--- src/source/narrator_pkg.sv ---
package narrator_pkg;

	// ==========================================================
	// Widths
	// ==========================================================

	// One audio byte per sample
	localparam int SAMPLE_W    = 8;
	// Flash byte address, word address drops the two lane bits
	localparam int BYTE_ADDR_W = 24;
	localparam int WORD_ADDR_W = BYTE_ADDR_W - 2;
	// Phoneme code from the sequencer
	localparam int PHONEME_W   = 8;
	localparam int DIV_W       = 16;

	// ==========================================================
	// Sample rate divisor
	// ==========================================================

	// About 14.4 kHz from 50 MHz
	localparam logic [DIV_W-1:0] DIV_DEFAULT = 16'd3472;
	localparam logic [DIV_W-1:0] DIV_STEP    = 16'd2;
	localparam logic [DIV_W-1:0] DIV_MIN     = 16'd64;
	localparam logic [DIV_W-1:0] DIV_MAX     = 16'd65534;

	// Meter window of 2**8 samples
	localparam int METER_LOG2 = 8;

	// Playback FSM state codes
	localparam logic [1:0] PB_IDLE      = 2'd0;
	localparam logic [1:0] PB_WAIT_TICK = 2'd1;
	localparam logic [1:0] PB_FETCH     = 2'd2;
	localparam logic [1:0] PB_FINISH    = 2'd3;

	// Flash data word, raw or split into byte lanes
	// Lane 0 sits in bits 7:0
	typedef union packed {
		logic [31:0]                  raw;
		logic [3:0][SAMPLE_W-1:0]     lanes;
	} flash_word_t;

endpackage

--- src/source/flash_fetch.sv ---
module flash_fetch (
	input  logic                                 CLK_50M,
	input  logic                                 arst_n,
	input  logic                                 fetch_req,
	input  logic [narrator_pkg::BYTE_ADDR_W-1:0] fetch_addr,
	input  logic                                 fetch_silent,
	output logic                                 flash_read,
	output logic [narrator_pkg::WORD_ADDR_W-1:0] flash_addr,
	input  logic                                 flash_waitrequest,
	input  narrator_pkg::flash_word_t            flash_readdata,
	output logic [narrator_pkg::SAMPLE_W-1:0]    sample,
	output logic                                 sample_valid
);
	import narrator_pkg::*;

	// Byte lane of the pending read
	logic [1:0] lane_sel;
	// Silent fetch waits one cycle to match the flash latency
	logic       silent_pend;
	logic       read_end;

	// Read completes in the first cycle without waitrequest
	assign read_end = flash_read && !flash_waitrequest;

	// ==========================================================
	// Read master
	// ==========================================================

	always_ff @(posedge CLK_50M or negedge arst_n)
	begin
		if (!arst_n)
		begin
			flash_read   <= 1'b0;
			silent_pend  <= 1'b0;
			sample_valid <= 1'b0;
			sample       <= '0;
		end
		else
		begin
			sample_valid <= 1'b0;
			silent_pend  <= 1'b0;
			if (fetch_req && fetch_silent)
				silent_pend <= 1'b1;
			else if (fetch_req)
				flash_read <= 1'b1;
			if (read_end)
			begin
				flash_read   <= 1'b0;
				sample_valid <= 1'b1;
				sample       <= flash_readdata.lanes[lane_sel];
			end
			else if (silent_pend)
			begin
				sample_valid <= 1'b1;
				sample       <= '0;
			end
		end
	end

	// Address held steady for the whole read
	always_ff @(posedge CLK_50M)
	begin
		if (fetch_req && !fetch_silent)
		begin
			flash_addr <= fetch_addr[BYTE_ADDR_W-1:2];
			lane_sel   <= fetch_addr[1:0];
		end
	end

endmodule

--- src/source/intensity_meter.sv ---
module intensity_meter (
	input  logic                              CLK_50M,
	input  logic                              arst_n,
	input  logic [narrator_pkg::SAMPLE_W-1:0] sample,
	input  logic                              sample_valid,
	output logic [7:0]                        intensity
);
	import narrator_pkg::*;

	// Magnitude fits one bit less than the sample
	logic [SAMPLE_W-2:0]            mag;
	logic [SAMPLE_W+METER_LOG2-2:0] acc;
	logic [SAMPLE_W+METER_LOG2-2:0] win_sum;
	logic [METER_LOG2-1:0]          win_cnt;

	// Absolute value of a signed byte
	always_comb
	begin
		if (!sample[SAMPLE_W-1])
			mag = sample[SAMPLE_W-2:0];
		else if (sample[SAMPLE_W-2:0] == '0)
			mag = '1;  // most negative value clipped to 127
		else
			mag = (~sample[SAMPLE_W-2:0]) + 1'b1;
	end

	assign win_sum = acc + mag;

	// Window of 256 samples, then average and restart
	always_ff @(posedge CLK_50M or negedge arst_n)
	begin
		if (!arst_n)
		begin
			acc       <= '0;
			win_cnt   <= '0;
			intensity <= '0;
		end
		else if (sample_valid)
		begin
			win_cnt <= win_cnt + 1'b1;
			if (&win_cnt)
			begin
				intensity <= 8'(win_sum >> METER_LOG2);
				acc       <= '0;
			end
			else
				acc <= win_sum;
		end
	end

endmodule

--- src/source/narrator_top.sv ---
module narrator_top (
	input  logic                                 CLK_50M,
	input  logic                                 arst_n,
	// Sequencer side
	input  logic [narrator_pkg::PHONEME_W-1:0]   phoneme_sel,
	input  logic                                 phoneme_start,
	output logic                                 phoneme_done,
	// Speed control
	input  logic                                 speed_up,
	input  logic                                 speed_down,
	input  logic                                 speed_reset,
	output logic [narrator_pkg::DIV_W-1:0]       div_value,
	// Flash read port
	output logic                                 flash_read,
	output logic [narrator_pkg::WORD_ADDR_W-1:0] flash_addr,
	input  logic                                 flash_waitrequest,
	input  narrator_pkg::flash_word_t            flash_readdata,
	// Audio out and level
	output logic [narrator_pkg::SAMPLE_W-1:0]    sample,
	output logic                                 sample_valid,
	output logic [7:0]                           intensity
);
	import narrator_pkg::*;

	logic [BYTE_ADDR_W-1:0] start_addr;
	logic [BYTE_ADDR_W-1:0] end_addr;
	logic                   silent;
	logic                   sample_tick;
	logic                   fetch_req;
	logic [BYTE_ADDR_W-1:0] fetch_addr;
	logic                   fetch_silent;

	// Phoneme bounds lookup
	phoneme_table u_table (
		.CLK_50M     (CLK_50M),
		.arst_n      (arst_n),
		.phoneme_sel (phoneme_sel),
		.start_addr  (start_addr),
		.end_addr    (end_addr),
		.silent      (silent)
	);

	// Sample tick source
	sample_rate_gen u_rate (
		.CLK_50M     (CLK_50M),
		.arst_n      (arst_n),
		.speed_up    (speed_up),
		.speed_down  (speed_down),
		.speed_reset (speed_reset),
		.div_value   (div_value),
		.sample_tick (sample_tick)
	);

	// Address stepping and done
	playback_ctrl u_ctrl (
		.CLK_50M       (CLK_50M),
		.arst_n        (arst_n),
		.phoneme_start (phoneme_start),
		.start_addr    (start_addr),
		.end_addr      (end_addr),
		.silent        (silent),
		.sample_tick   (sample_tick),
		.sample_valid  (sample_valid),
		.phoneme_done  (phoneme_done),
		.fetch_req     (fetch_req),
		.fetch_addr    (fetch_addr),
		.fetch_silent  (fetch_silent)
	);

	// Flash reads and lane pick
	flash_fetch u_fetch (
		.CLK_50M           (CLK_50M),
		.arst_n            (arst_n),
		.fetch_req         (fetch_req),
		.fetch_addr        (fetch_addr),
		.fetch_silent      (fetch_silent),
		.flash_read        (flash_read),
		.flash_addr        (flash_addr),
		.flash_waitrequest (flash_waitrequest),
		.flash_readdata    (flash_readdata),
		.sample            (sample),
		.sample_valid      (sample_valid)
	);

	// LED level meter
	intensity_meter u_meter (
		.CLK_50M      (CLK_50M),
		.arst_n       (arst_n),
		.sample       (sample),
		.sample_valid (sample_valid),
		.intensity    (intensity)
	);

endmodule

--- src/source/phoneme_table.sv ---
module phoneme_table (
	input  logic                                 CLK_50M,
	input  logic                                 arst_n,
	input  logic [narrator_pkg::PHONEME_W-1:0]   phoneme_sel,
	output logic [narrator_pkg::BYTE_ADDR_W-1:0] start_addr,
	output logic [narrator_pkg::BYTE_ADDR_W-1:0] end_addr,
	output logic                                 silent
);
	import narrator_pkg::*;

	logic [BYTE_ADDR_W-1:0] rom_start;
	logic [BYTE_ADDR_W-1:0] rom_end;

	// Bounds per phoneme, inclusive on both ends
	// Only the low three code bits select an entry
	always_comb
	begin
		case (phoneme_sel[2:0])
			// Silence, 24 bytes, never read from flash
			3'd0: {rom_start, rom_end} = {24'h000000, 24'h000017};
			// 13 bytes
			3'd1: {rom_start, rom_end} = {24'h000101, 24'h00010D};
			// 61 bytes
			3'd2: {rom_start, rom_end} = {24'h000223, 24'h00025F};
			// 31 bytes
			3'd3: {rom_start, rom_end} = {24'h000402, 24'h000420};
			// 36 bytes
			3'd4: {rom_start, rom_end} = {24'h000617, 24'h00063A};
			// 37 bytes
			3'd5: {rom_start, rom_end} = {24'h000805, 24'h000829};
			// 31 bytes
			3'd6: {rom_start, rom_end} = {24'h000A0E, 24'h000A2C};
			// 29 bytes
			default: {rom_start, rom_end} = {24'h000C33, 24'h000C4F};
		endcase
	end

	// Registered lookup, valid one cycle after phoneme_sel moves
	always_ff @(posedge CLK_50M or negedge arst_n)
	begin
		if (!arst_n)
		begin
			start_addr <= '0;
			end_addr   <= '0;
			silent     <= 1'b0;
		end
		else
		begin
			start_addr <= rom_start;
			end_addr   <= rom_end;
			silent     <= (phoneme_sel[2:0] == 3'd0);
		end
	end

endmodule

--- src/source/playback_ctrl.sv ---
module playback_ctrl (
	input  logic                                 CLK_50M,
	input  logic                                 arst_n,
	input  logic                                 phoneme_start,
	input  logic [narrator_pkg::BYTE_ADDR_W-1:0] start_addr,
	input  logic [narrator_pkg::BYTE_ADDR_W-1:0] end_addr,
	input  logic                                 silent,
	input  logic                                 sample_tick,
	input  logic                                 sample_valid,
	output logic                                 phoneme_done,
	output logic                                 fetch_req,
	output logic [narrator_pkg::BYTE_ADDR_W-1:0] fetch_addr,
	output logic                                 fetch_silent
);
	import narrator_pkg::*;

	logic [1:0]             state;
	// Current byte and latched bounds of the running phoneme
	logic [BYTE_ADDR_W-1:0] cur_addr;
	logic [BYTE_ADDR_W-1:0] end_q;
	logic                   silent_q;
	logic                   start_ok;
	logic                   at_end;

	// Done while idle or in the one cycle tail after the last byte
	assign phoneme_done = (state == PB_IDLE) || (state == PB_FINISH);
	// Starts while busy are dropped here
	assign start_ok     = phoneme_start && phoneme_done;
	assign at_end       = (cur_addr == end_q);

	// Request goes out in the tick cycle itself
	// Ticks outside WAIT_TICK are lost on purpose
	assign fetch_req    = (state == PB_WAIT_TICK) && sample_tick;
	assign fetch_addr   = cur_addr;
	assign fetch_silent = silent_q;

	// ==========================================================
	// Control FSM
	// ==========================================================

	always_ff @(posedge CLK_50M or negedge arst_n)
	begin
		if (!arst_n)
			state <= PB_IDLE;
		else
		begin
			case (state)
				PB_IDLE, PB_FINISH:
				begin
					if (start_ok)
						state <= PB_WAIT_TICK;
					else
						state <= PB_IDLE;
				end
				PB_WAIT_TICK:
				begin
					if (sample_tick)
						state <= PB_FETCH;
				end
				PB_FETCH:
				begin
					// End test only on the sample of the last byte
					if (sample_valid)
						state <= at_end ? PB_FINISH : PB_WAIT_TICK;
				end
				default:
					state <= PB_IDLE;
			endcase
		end
	end

	// Bounds captured on an accepted start
	// Address steps once each fetch has returned
	always_ff @(posedge CLK_50M or negedge arst_n)
	begin
		if (!arst_n)
		begin
			cur_addr <= '0;
			end_q    <= '0;
			silent_q <= 1'b0;
		end
		else if (start_ok)
		begin
			cur_addr <= start_addr;
			end_q    <= end_addr;
			silent_q <= silent;
		end
		else if ((state == PB_FETCH) && sample_valid && !at_end)
			cur_addr <= cur_addr + 1'b1;
	end

endmodule

--- src/source/sample_rate_gen.sv ---
module sample_rate_gen (
	input  logic                           CLK_50M,
	input  logic                           arst_n,
	input  logic                           speed_up,
	input  logic                           speed_down,
	input  logic                           speed_reset,
	output logic [narrator_pkg::DIV_W-1:0] div_value,
	output logic                           sample_tick
);
	import narrator_pkg::*;

	logic [DIV_W-1:0] tick_cnt;

	// ==========================================================
	// Divisor register
	// ==========================================================

	// Reset level wins over up/down pulses
	// Steps clamp at both limits
	always_ff @(posedge CLK_50M or negedge arst_n)
	begin
		if (!arst_n)
			div_value <= DIV_DEFAULT;
		else if (speed_reset)
			div_value <= DIV_DEFAULT;
		else if (speed_up)
		begin
			if (div_value >= DIV_MAX - DIV_STEP)
				div_value <= DIV_MAX;
			else
				div_value <= div_value + DIV_STEP;
		end
		else if (speed_down)
		begin
			if (div_value <= DIV_MIN + DIV_STEP)
				div_value <= DIV_MIN;
			else
				div_value <= div_value - DIV_STEP;
		end
	end

	// ==========================================================
	// Tick counter
	// ==========================================================

	// Down count to zero then reload, one tick per div_value cycles
	// A new divisor takes effect at the next reload
	always_ff @(posedge CLK_50M or negedge arst_n)
	begin
		if (!arst_n)
		begin
			tick_cnt    <= DIV_DEFAULT - 1'b1;
			sample_tick <= 1'b0;
		end
		else if (tick_cnt == '0)
		begin
			tick_cnt    <= div_value - 1'b1;
			sample_tick <= 1'b1;
		end
		else
		begin
			tick_cnt    <= tick_cnt - 1'b1;
			sample_tick <= 1'b0;
		end
	end

endmodule

--- config.mk ---
export PLATFORM = sky130hd
export DESIGN_NAME = narrator_top
export DESIGN_NICKNAME = d
export VERILOG_FILES = /design/src/source/narrator_pkg.sv /design/src/source/flash_fetch.sv /design/src/source/intensity_meter.sv /design/src/source/narrator_top.sv /design/src/source/phoneme_table.sv /design/src/source/playback_ctrl.sv /design/src/source/sample_rate_gen.sv
export SDC_FILE = /design/constraint.sdc
export NUM_CORES = 1
export LEC_CHECK = 0
export ABC_AREA = 1
export BUFFER_PORTS_ARGS = -buffer_cell sky130_fd_sc_hd__buf_2
export CORE_MARGIN = 3
export CORE_UTILIZATION = 48
export DETAILED_ROUTE_END_ITERATION = 12
export PLACE_DENSITY = 0.68
export SLEW_MARGIN = 20
export SYNTH_ARGS = -nofsm -noshare
export SYNTH_HDL_FRONTEND = slang
export SYNTH_SLANG_ARGS = --single-unit
--- constraint.sdc ---
create_clock -name CLK_50M -period 3.2 [get_ports CLK_50M]
set_input_delay 0.16 -clock CLK_50M [delete_from_list [all_inputs] [get_ports CLK_50M]]
set_output_delay 0.16 -clock CLK_50M [all_outputs]
set_load 0.01 [all_outputs]
==> impl_summary.log <==
[metrics] flip-flop and latch count after synthesis: 152
[metrics] Slew @ Worst Pin: 0.798 ns
[metrics] worst hold endpoint: u_fetch.sample[5]
[metrics] count of flip-flops with a built-in enable after synthesis: 24
[metrics] number of warnings printed during yosys synthesis: 0
[metrics] grt met3 use: 4.00%
[metrics] number of cells produced by synthesis: 1154
[metrics] global-route met1 utilization: 30.7%
[metrics] setup repair after global routing missed its margin: no
[metrics] clock buffers created by TritonCTS: 17
[metrics] average routed wire per standard cell: 13.9 um
[metrics] startpoint of the lowest-slack register-to-register path: u_fetch.sample[0]
[metrics] Peak supply drop: 0.455 mV
[metrics] utilization after layout: 57.1%
[metrics] sequential fraction of the synthesis area: 45.3%
[metrics] path type of the worst setup path: flip-flop to flip-flop
[metrics] Antenna diodes: 0
[metrics] GRT Residual Overflow: 0
[metrics] Switching Share: 37.8%
[metrics] area leader, netlist: sky130_fd_sc_hd__dfrtp_1
[metrics] wire length of the first global-routing pass: 34400 um
[metrics] # nets final: 1317
[metrics] slack of the worst reg-to-reg path: 0.31 ns
[metrics] leak pwr: 0.00500 uW
[metrics] via count of the routed design: 7696
[metrics] total global-route track usage: 21.2%
[metrics] ordered cell list for the critical path: inv_1 -> ha_1 -> nand4_1 -> nor2_1 -> nand2_1 -> nand2_1 -> ha_1 -> inv_1 -> fa_1 -> o21ai_2 -> nand3_1 -> nand2_1 -> nand2_1 -> o21ai_1 -> nand3_1 -> o21ai_0
[metrics] area of the core: 17500 um^2
[metrics] die width: 141 um
[metrics] H-tree lvl count: 4
[metrics] portion of the clock cycle consumed by the worst path in the final layout: 90.5%
[metrics] GR Util met2: 33.1%
[metrics] Slew HR: 46.8%
[metrics] row count: 48
[metrics] buffer levels on the longest clock path: 2
[metrics] Iteration-0 DRC Markers: 680
[metrics] total die area: 19800 um^2
[metrics] status: finished, final reports clean
[metrics] data arrival at the endpoint of the critical path: 3.25 ns
[metrics] PortBufs: 96
[metrics] number of global-route vias before repair: 7020
[metrics] final weighted congestion in routability-driven placement: 0.942
[metrics] share of total power in combinational logic: 32.0%
[metrics] # Post-CTS Setup Buffers: 0
[metrics] Maximum Capacitance Violations: 0
[metrics] area added between synthesis and finish: 15.0%
[metrics] count of cells along the worst register-to-register path: 16
[metrics] internal power: 4270 uW
[metrics] post-route clock skew: 0.0134 ns
[metrics] cell class contributing the biggest share of worst-path delay: simple AND/OR/NAND/NOR gates
[metrics] antenna viol nets, final: 0
[metrics] final wirelength: 20700 um
[metrics] cell area after synthesis: 8700 um^2
[metrics] Hold WC Path Type: input port to flip-flop
[metrics] I/O pin cnt: 104
[metrics] post-route standard cell area excluding fillers: 10000 um^2
[metrics] CTS clk-pin slew, worst paths: 0.07 ns
[metrics] total DRC errors in the routed layout: 0
[metrics] pwr/cell area: 686 nW/um^2
[metrics] buffers plus inverters on the worst setup path: 2
[metrics] count of unique library cells instantiated by Yosys: 45
[metrics] average cell area after synthesis: 7.54 um^2
[metrics] average via count per standard cell: 5.17
[metrics] switching power summed over all nets: 2600 uW
[metrics] share of power burned in registers: 39.6%
[metrics] count of final hold-check violations: 0
[metrics] Final Setup Violations: 0
[metrics] Worst Setup Start Kind: flip-flop
[metrics] fraction of layout cells with a size suffix above 1: 13.4%
[metrics] cell at the slowest stage of the critical path: sky130_fd_sc_hd__fa_1
[metrics] die height: 141 um
[metrics] Reg-to-Reg End: u_meter.acc[12]
[metrics] overall power after layout: 6870 uW
[metrics] CTS tree: yes
[metrics] Worst Path Max Fanout: 5
[metrics] Fmax achieved: 345 MHz
[metrics] initial cell density of the core: 49.6%
[metrics] Top FF cell, synth: sky130_fd_sc_hd__dfrtp_1
[metrics] Synth top area share: 33.1%
[metrics] CP endpoint kind: flip-flop
[metrics] Cell Area, Placed: 9390 um^2
[metrics] initial antenna violation count: 0
[metrics] clock period minus final worst setup slack: 2.89 ns
[metrics] TritonCTS Sinks: 152
[metrics] final max-slew violation count: 0
[metrics] worst min-delay path startpoint: flash_readdata[29]
[metrics] cell with the most instances on the worst path: sky130_fd_sc_hd__nand2_1
[metrics] HPWL Detailed: 14600 um
[metrics] Clock Power Share: 28.4%
[metrics] share of synthesized flip-flops with an asynchronous set or reset: 84.2%
[metrics] synth top area cells: sky130_fd_sc_hd__dfrtp_1 33%, sky130_fd_sc_hd__nand2_1 14%, sky130_fd_sc_hd__edfxtp_1 8.3%
[metrics] global route hottest layer: met2
[metrics] Required @ worst endpoint: 3.55 ns
[metrics] depth of the worst hold-timing path: 5
[metrics] clock latency on the worst-skew pair: 0.43 ns
[metrics] setup tns final: 0 ns
[metrics] maximum number of pins on one net before global-route repair: 86
[metrics] Clock Root Buffer: sky130_fd_sc_hd__clkbuf_16
[metrics] number of optimization iterations in the first detailed-route pass: 5
[metrics] CP peak stage delay: 0.43 ns
sequential cells by signal, summed over array words and instances, names as in the netlist, 2 cells and up:
| signal | cells |
|---|---|
| u_ctrl.fetch_addr | 24 |
| u_table.end_addr | 10 |
| u_fetch.sample | 8 |
| u_rate.tick_cnt | 16 |
| u_fetch.flash_addr | 22 |
| u_ctrl.state | 2 |
| u_meter.intensity | 7 |
| u_ctrl.end_q | 11 |
| u_rate.div_value | 15 |
| u_fetch.lane_sel | 2 |
| u_meter.acc | 15 |
| u_table.start_addr | 6 |
| u_meter.win_cnt | 8 |
worst max path at each step:
stage                                 endpoint  slack (ns)               from  depth (start not counted)
after floorplan                u_meter.acc[14]        0.60  u_fetch.sample[0]                         17
after global placement    u_meter.intensity[6]        0.36  u_fetch.sample[0]                         17
after detailed placement       u_meter.acc[12]        0.23  u_fetch.sample[0]                         16
after CTS                      u_meter.acc[12]        0.23  u_fetch.sample[0]                         16
after global routing           u_meter.acc[12]        0.02  u_fetch.sample[0]                         15
final                          u_meter.acc[12]        0.31  u_fetch.sample[0]                         16
through the flow:
stage                     std cells  hold slack [ns]  setup WS (ns)
after floorplan                1155           -0.136          0.598
after global placement         1454            0.284          0.357
after detailed placement       1454            0.282          0.226
after CTS                      1490           0.0875          0.227
after global routing           1490            0.121         0.0201
final                          1490            0.101          0.305
layer usage:
layer | share of wire (%) | routed length, um | vias to the layer above
met3 | 5.8 | 1190 | 23
met5 | 0 | 0 | -
met4 | 1.1 | 232 | 0
met1 | 49 | 10100 | 3546
met2 | 44 | 9160 | 216
li1 | - | - | 3911
power by group through the flow:
stage	Sequential, uW	Combinational, uW	Clock, uW
floorplan	2650	1660	0
global placement	2740	2130	0
detailed placement	2740	2160	0
CTS	2720	2190	2000
global route	2770	2530	2080
finish	2720	2200	1950
tightest hold or removal path, cell delays in order:
cell,delay [ns]
sky130_fd_sc_hd__buf_2,0.07
sky130_fd_sc_hd__a21oi_1,0.05
sky130_fd_sc_hd__o21ai_0,0.06
sky130_fd_sc_hd__nand3_1,0.06
sky130_fd_sc_hd__o21ai_0,0.08
synth_stat cells, types with 2 or more instances:
| library cell | instances |
|---|---|
| sky130_fd_sc_hd__buf_2 | 3 |
| sky130_fd_sc_hd__a31oi_1 | 2 |
| sky130_fd_sc_hd__edfxtp_1 | 24 |
| sky130_fd_sc_hd__buf_1 | 2 |
| sky130_fd_sc_hd__nor3_1 | 20 |
| sky130_fd_sc_hd__o21ai_1 | 3 |
| sky130_fd_sc_hd__nand2_8 | 2 |
| sky130_fd_sc_hd__nand4_1 | 18 |
| sky130_fd_sc_hd__dfstp_2 | 13 |
| sky130_fd_sc_hd__nand3_1 | 130 |
| sky130_fd_sc_hd__o22ai_1 | 7 |
| sky130_fd_sc_hd__o21ai_0 | 73 |
| sky130_fd_sc_hd__nor3_2 | 3 |
| sky130_fd_sc_hd__or2_2 | 5 |
| sky130_fd_sc_hd__xor2_1 | 42 |
| sky130_fd_sc_hd__ha_1 | 17 |
| sky130_fd_sc_hd__buf_4 | 4 |
| sky130_fd_sc_hd__nor4_1 | 2 |
| sky130_fd_sc_hd__nor2_2 | 6 |
| sky130_fd_sc_hd__xnor2_1 | 7 |
| sky130_fd_sc_hd__o211ai_1 | 6 |
| sky130_fd_sc_hd__a21o_1 | 2 |
| sky130_fd_sc_hd__clkbuf_1 | 17 |
| sky130_fd_sc_hd__inv_1 | 139 |
| sky130_fd_sc_hd__nand3b_1 | 2 |
| sky130_fd_sc_hd__nor2_1 | 120 |
| sky130_fd_sc_hd__buf_6 | 3 |
| sky130_fd_sc_hd__dfrtp_1 | 115 |
| sky130_fd_sc_hd__a21oi_1 | 23 |
| sky130_fd_sc_hd__nand2_1 | 328 |
| sky130_fd_sc_hd__inv_2 | 2 |
repair_timing:
action	CTS	global route
hold endpoints to repair	79	0
setup endpoints to repair	0	6
resized for setup	0	1
hold buffers	4	0
logic make-up after synthesis:
logic type	share of synthesized area (%)
simple gates	31.7
buf+inv	7.85
flops	45.3
compound gates	7.56
xor+xnor	4.93
fa+ha+maj	2.67
other cells	0.0431
layout by cell type (no fill, tap or decap), types with 4 or more instances in the layout:
| master | instances |
|---|---|
| sky130_fd_sc_hd__or2_2 | 5 |
| sky130_fd_sc_hd__clkbuf_16 | 17 |
| sky130_fd_sc_hd__nand3_1 | 130 |
| sky130_fd_sc_hd__o22ai_1 | 7 |
| sky130_fd_sc_hd__buf_2 | 95 |
| sky130_fd_sc_hd__dfrtp_1 | 115 |
| sky130_fd_sc_hd__xnor2_1 | 7 |
| sky130_fd_sc_hd__nor2_1 | 119 |
| sky130_fd_sc_hd__edfxtp_1 | 24 |
| sky130_fd_sc_hd__dlygate4sd3_1 | 4 |
| sky130_fd_sc_hd__nor3_1 | 20 |
| sky130_fd_sc_hd__inv_1 | 139 |
| sky130_fd_sc_hd__nor2_2 | 7 |
| sky130_fd_sc_hd__buf_4 | 6 |
| sky130_fd_sc_hd__nand4_1 | 18 |
| sky130_fd_sc_hd__inv_6 | 4 |
| sky130_fd_sc_hd__dfstp_2 | 13 |
| sky130_fd_sc_hd__ha_1 | 17 |
| sky130_fd_sc_hd__xor2_1 | 42 |
| sky130_fd_sc_hd__o21ai_0 | 73 |
| sky130_fd_sc_hd__a21oi_1 | 23 |
| sky130_fd_sc_hd__nand2_1 | 328 |
| sky130_fd_sc_hd__o211ai_1 | 6 |
area by class of cell:
| cell class | count | area, um^2 |
|---|---|---|
| Fill cell | 1653 | 7530 |
| Multi-Input combinational cell | 832 | 4090 |
| Sequential cell | 152 | 3940 |
| Timing Repair Buffer | 107 | 592 |
| Inverter | 142 | 533 |
| Clock buffer | 19 | 443 |
| Tap cell | 225 | 282 |
| Clock inverter | 13 | 130 |
No activity file was read; power rests on OpenSTA's default activity.
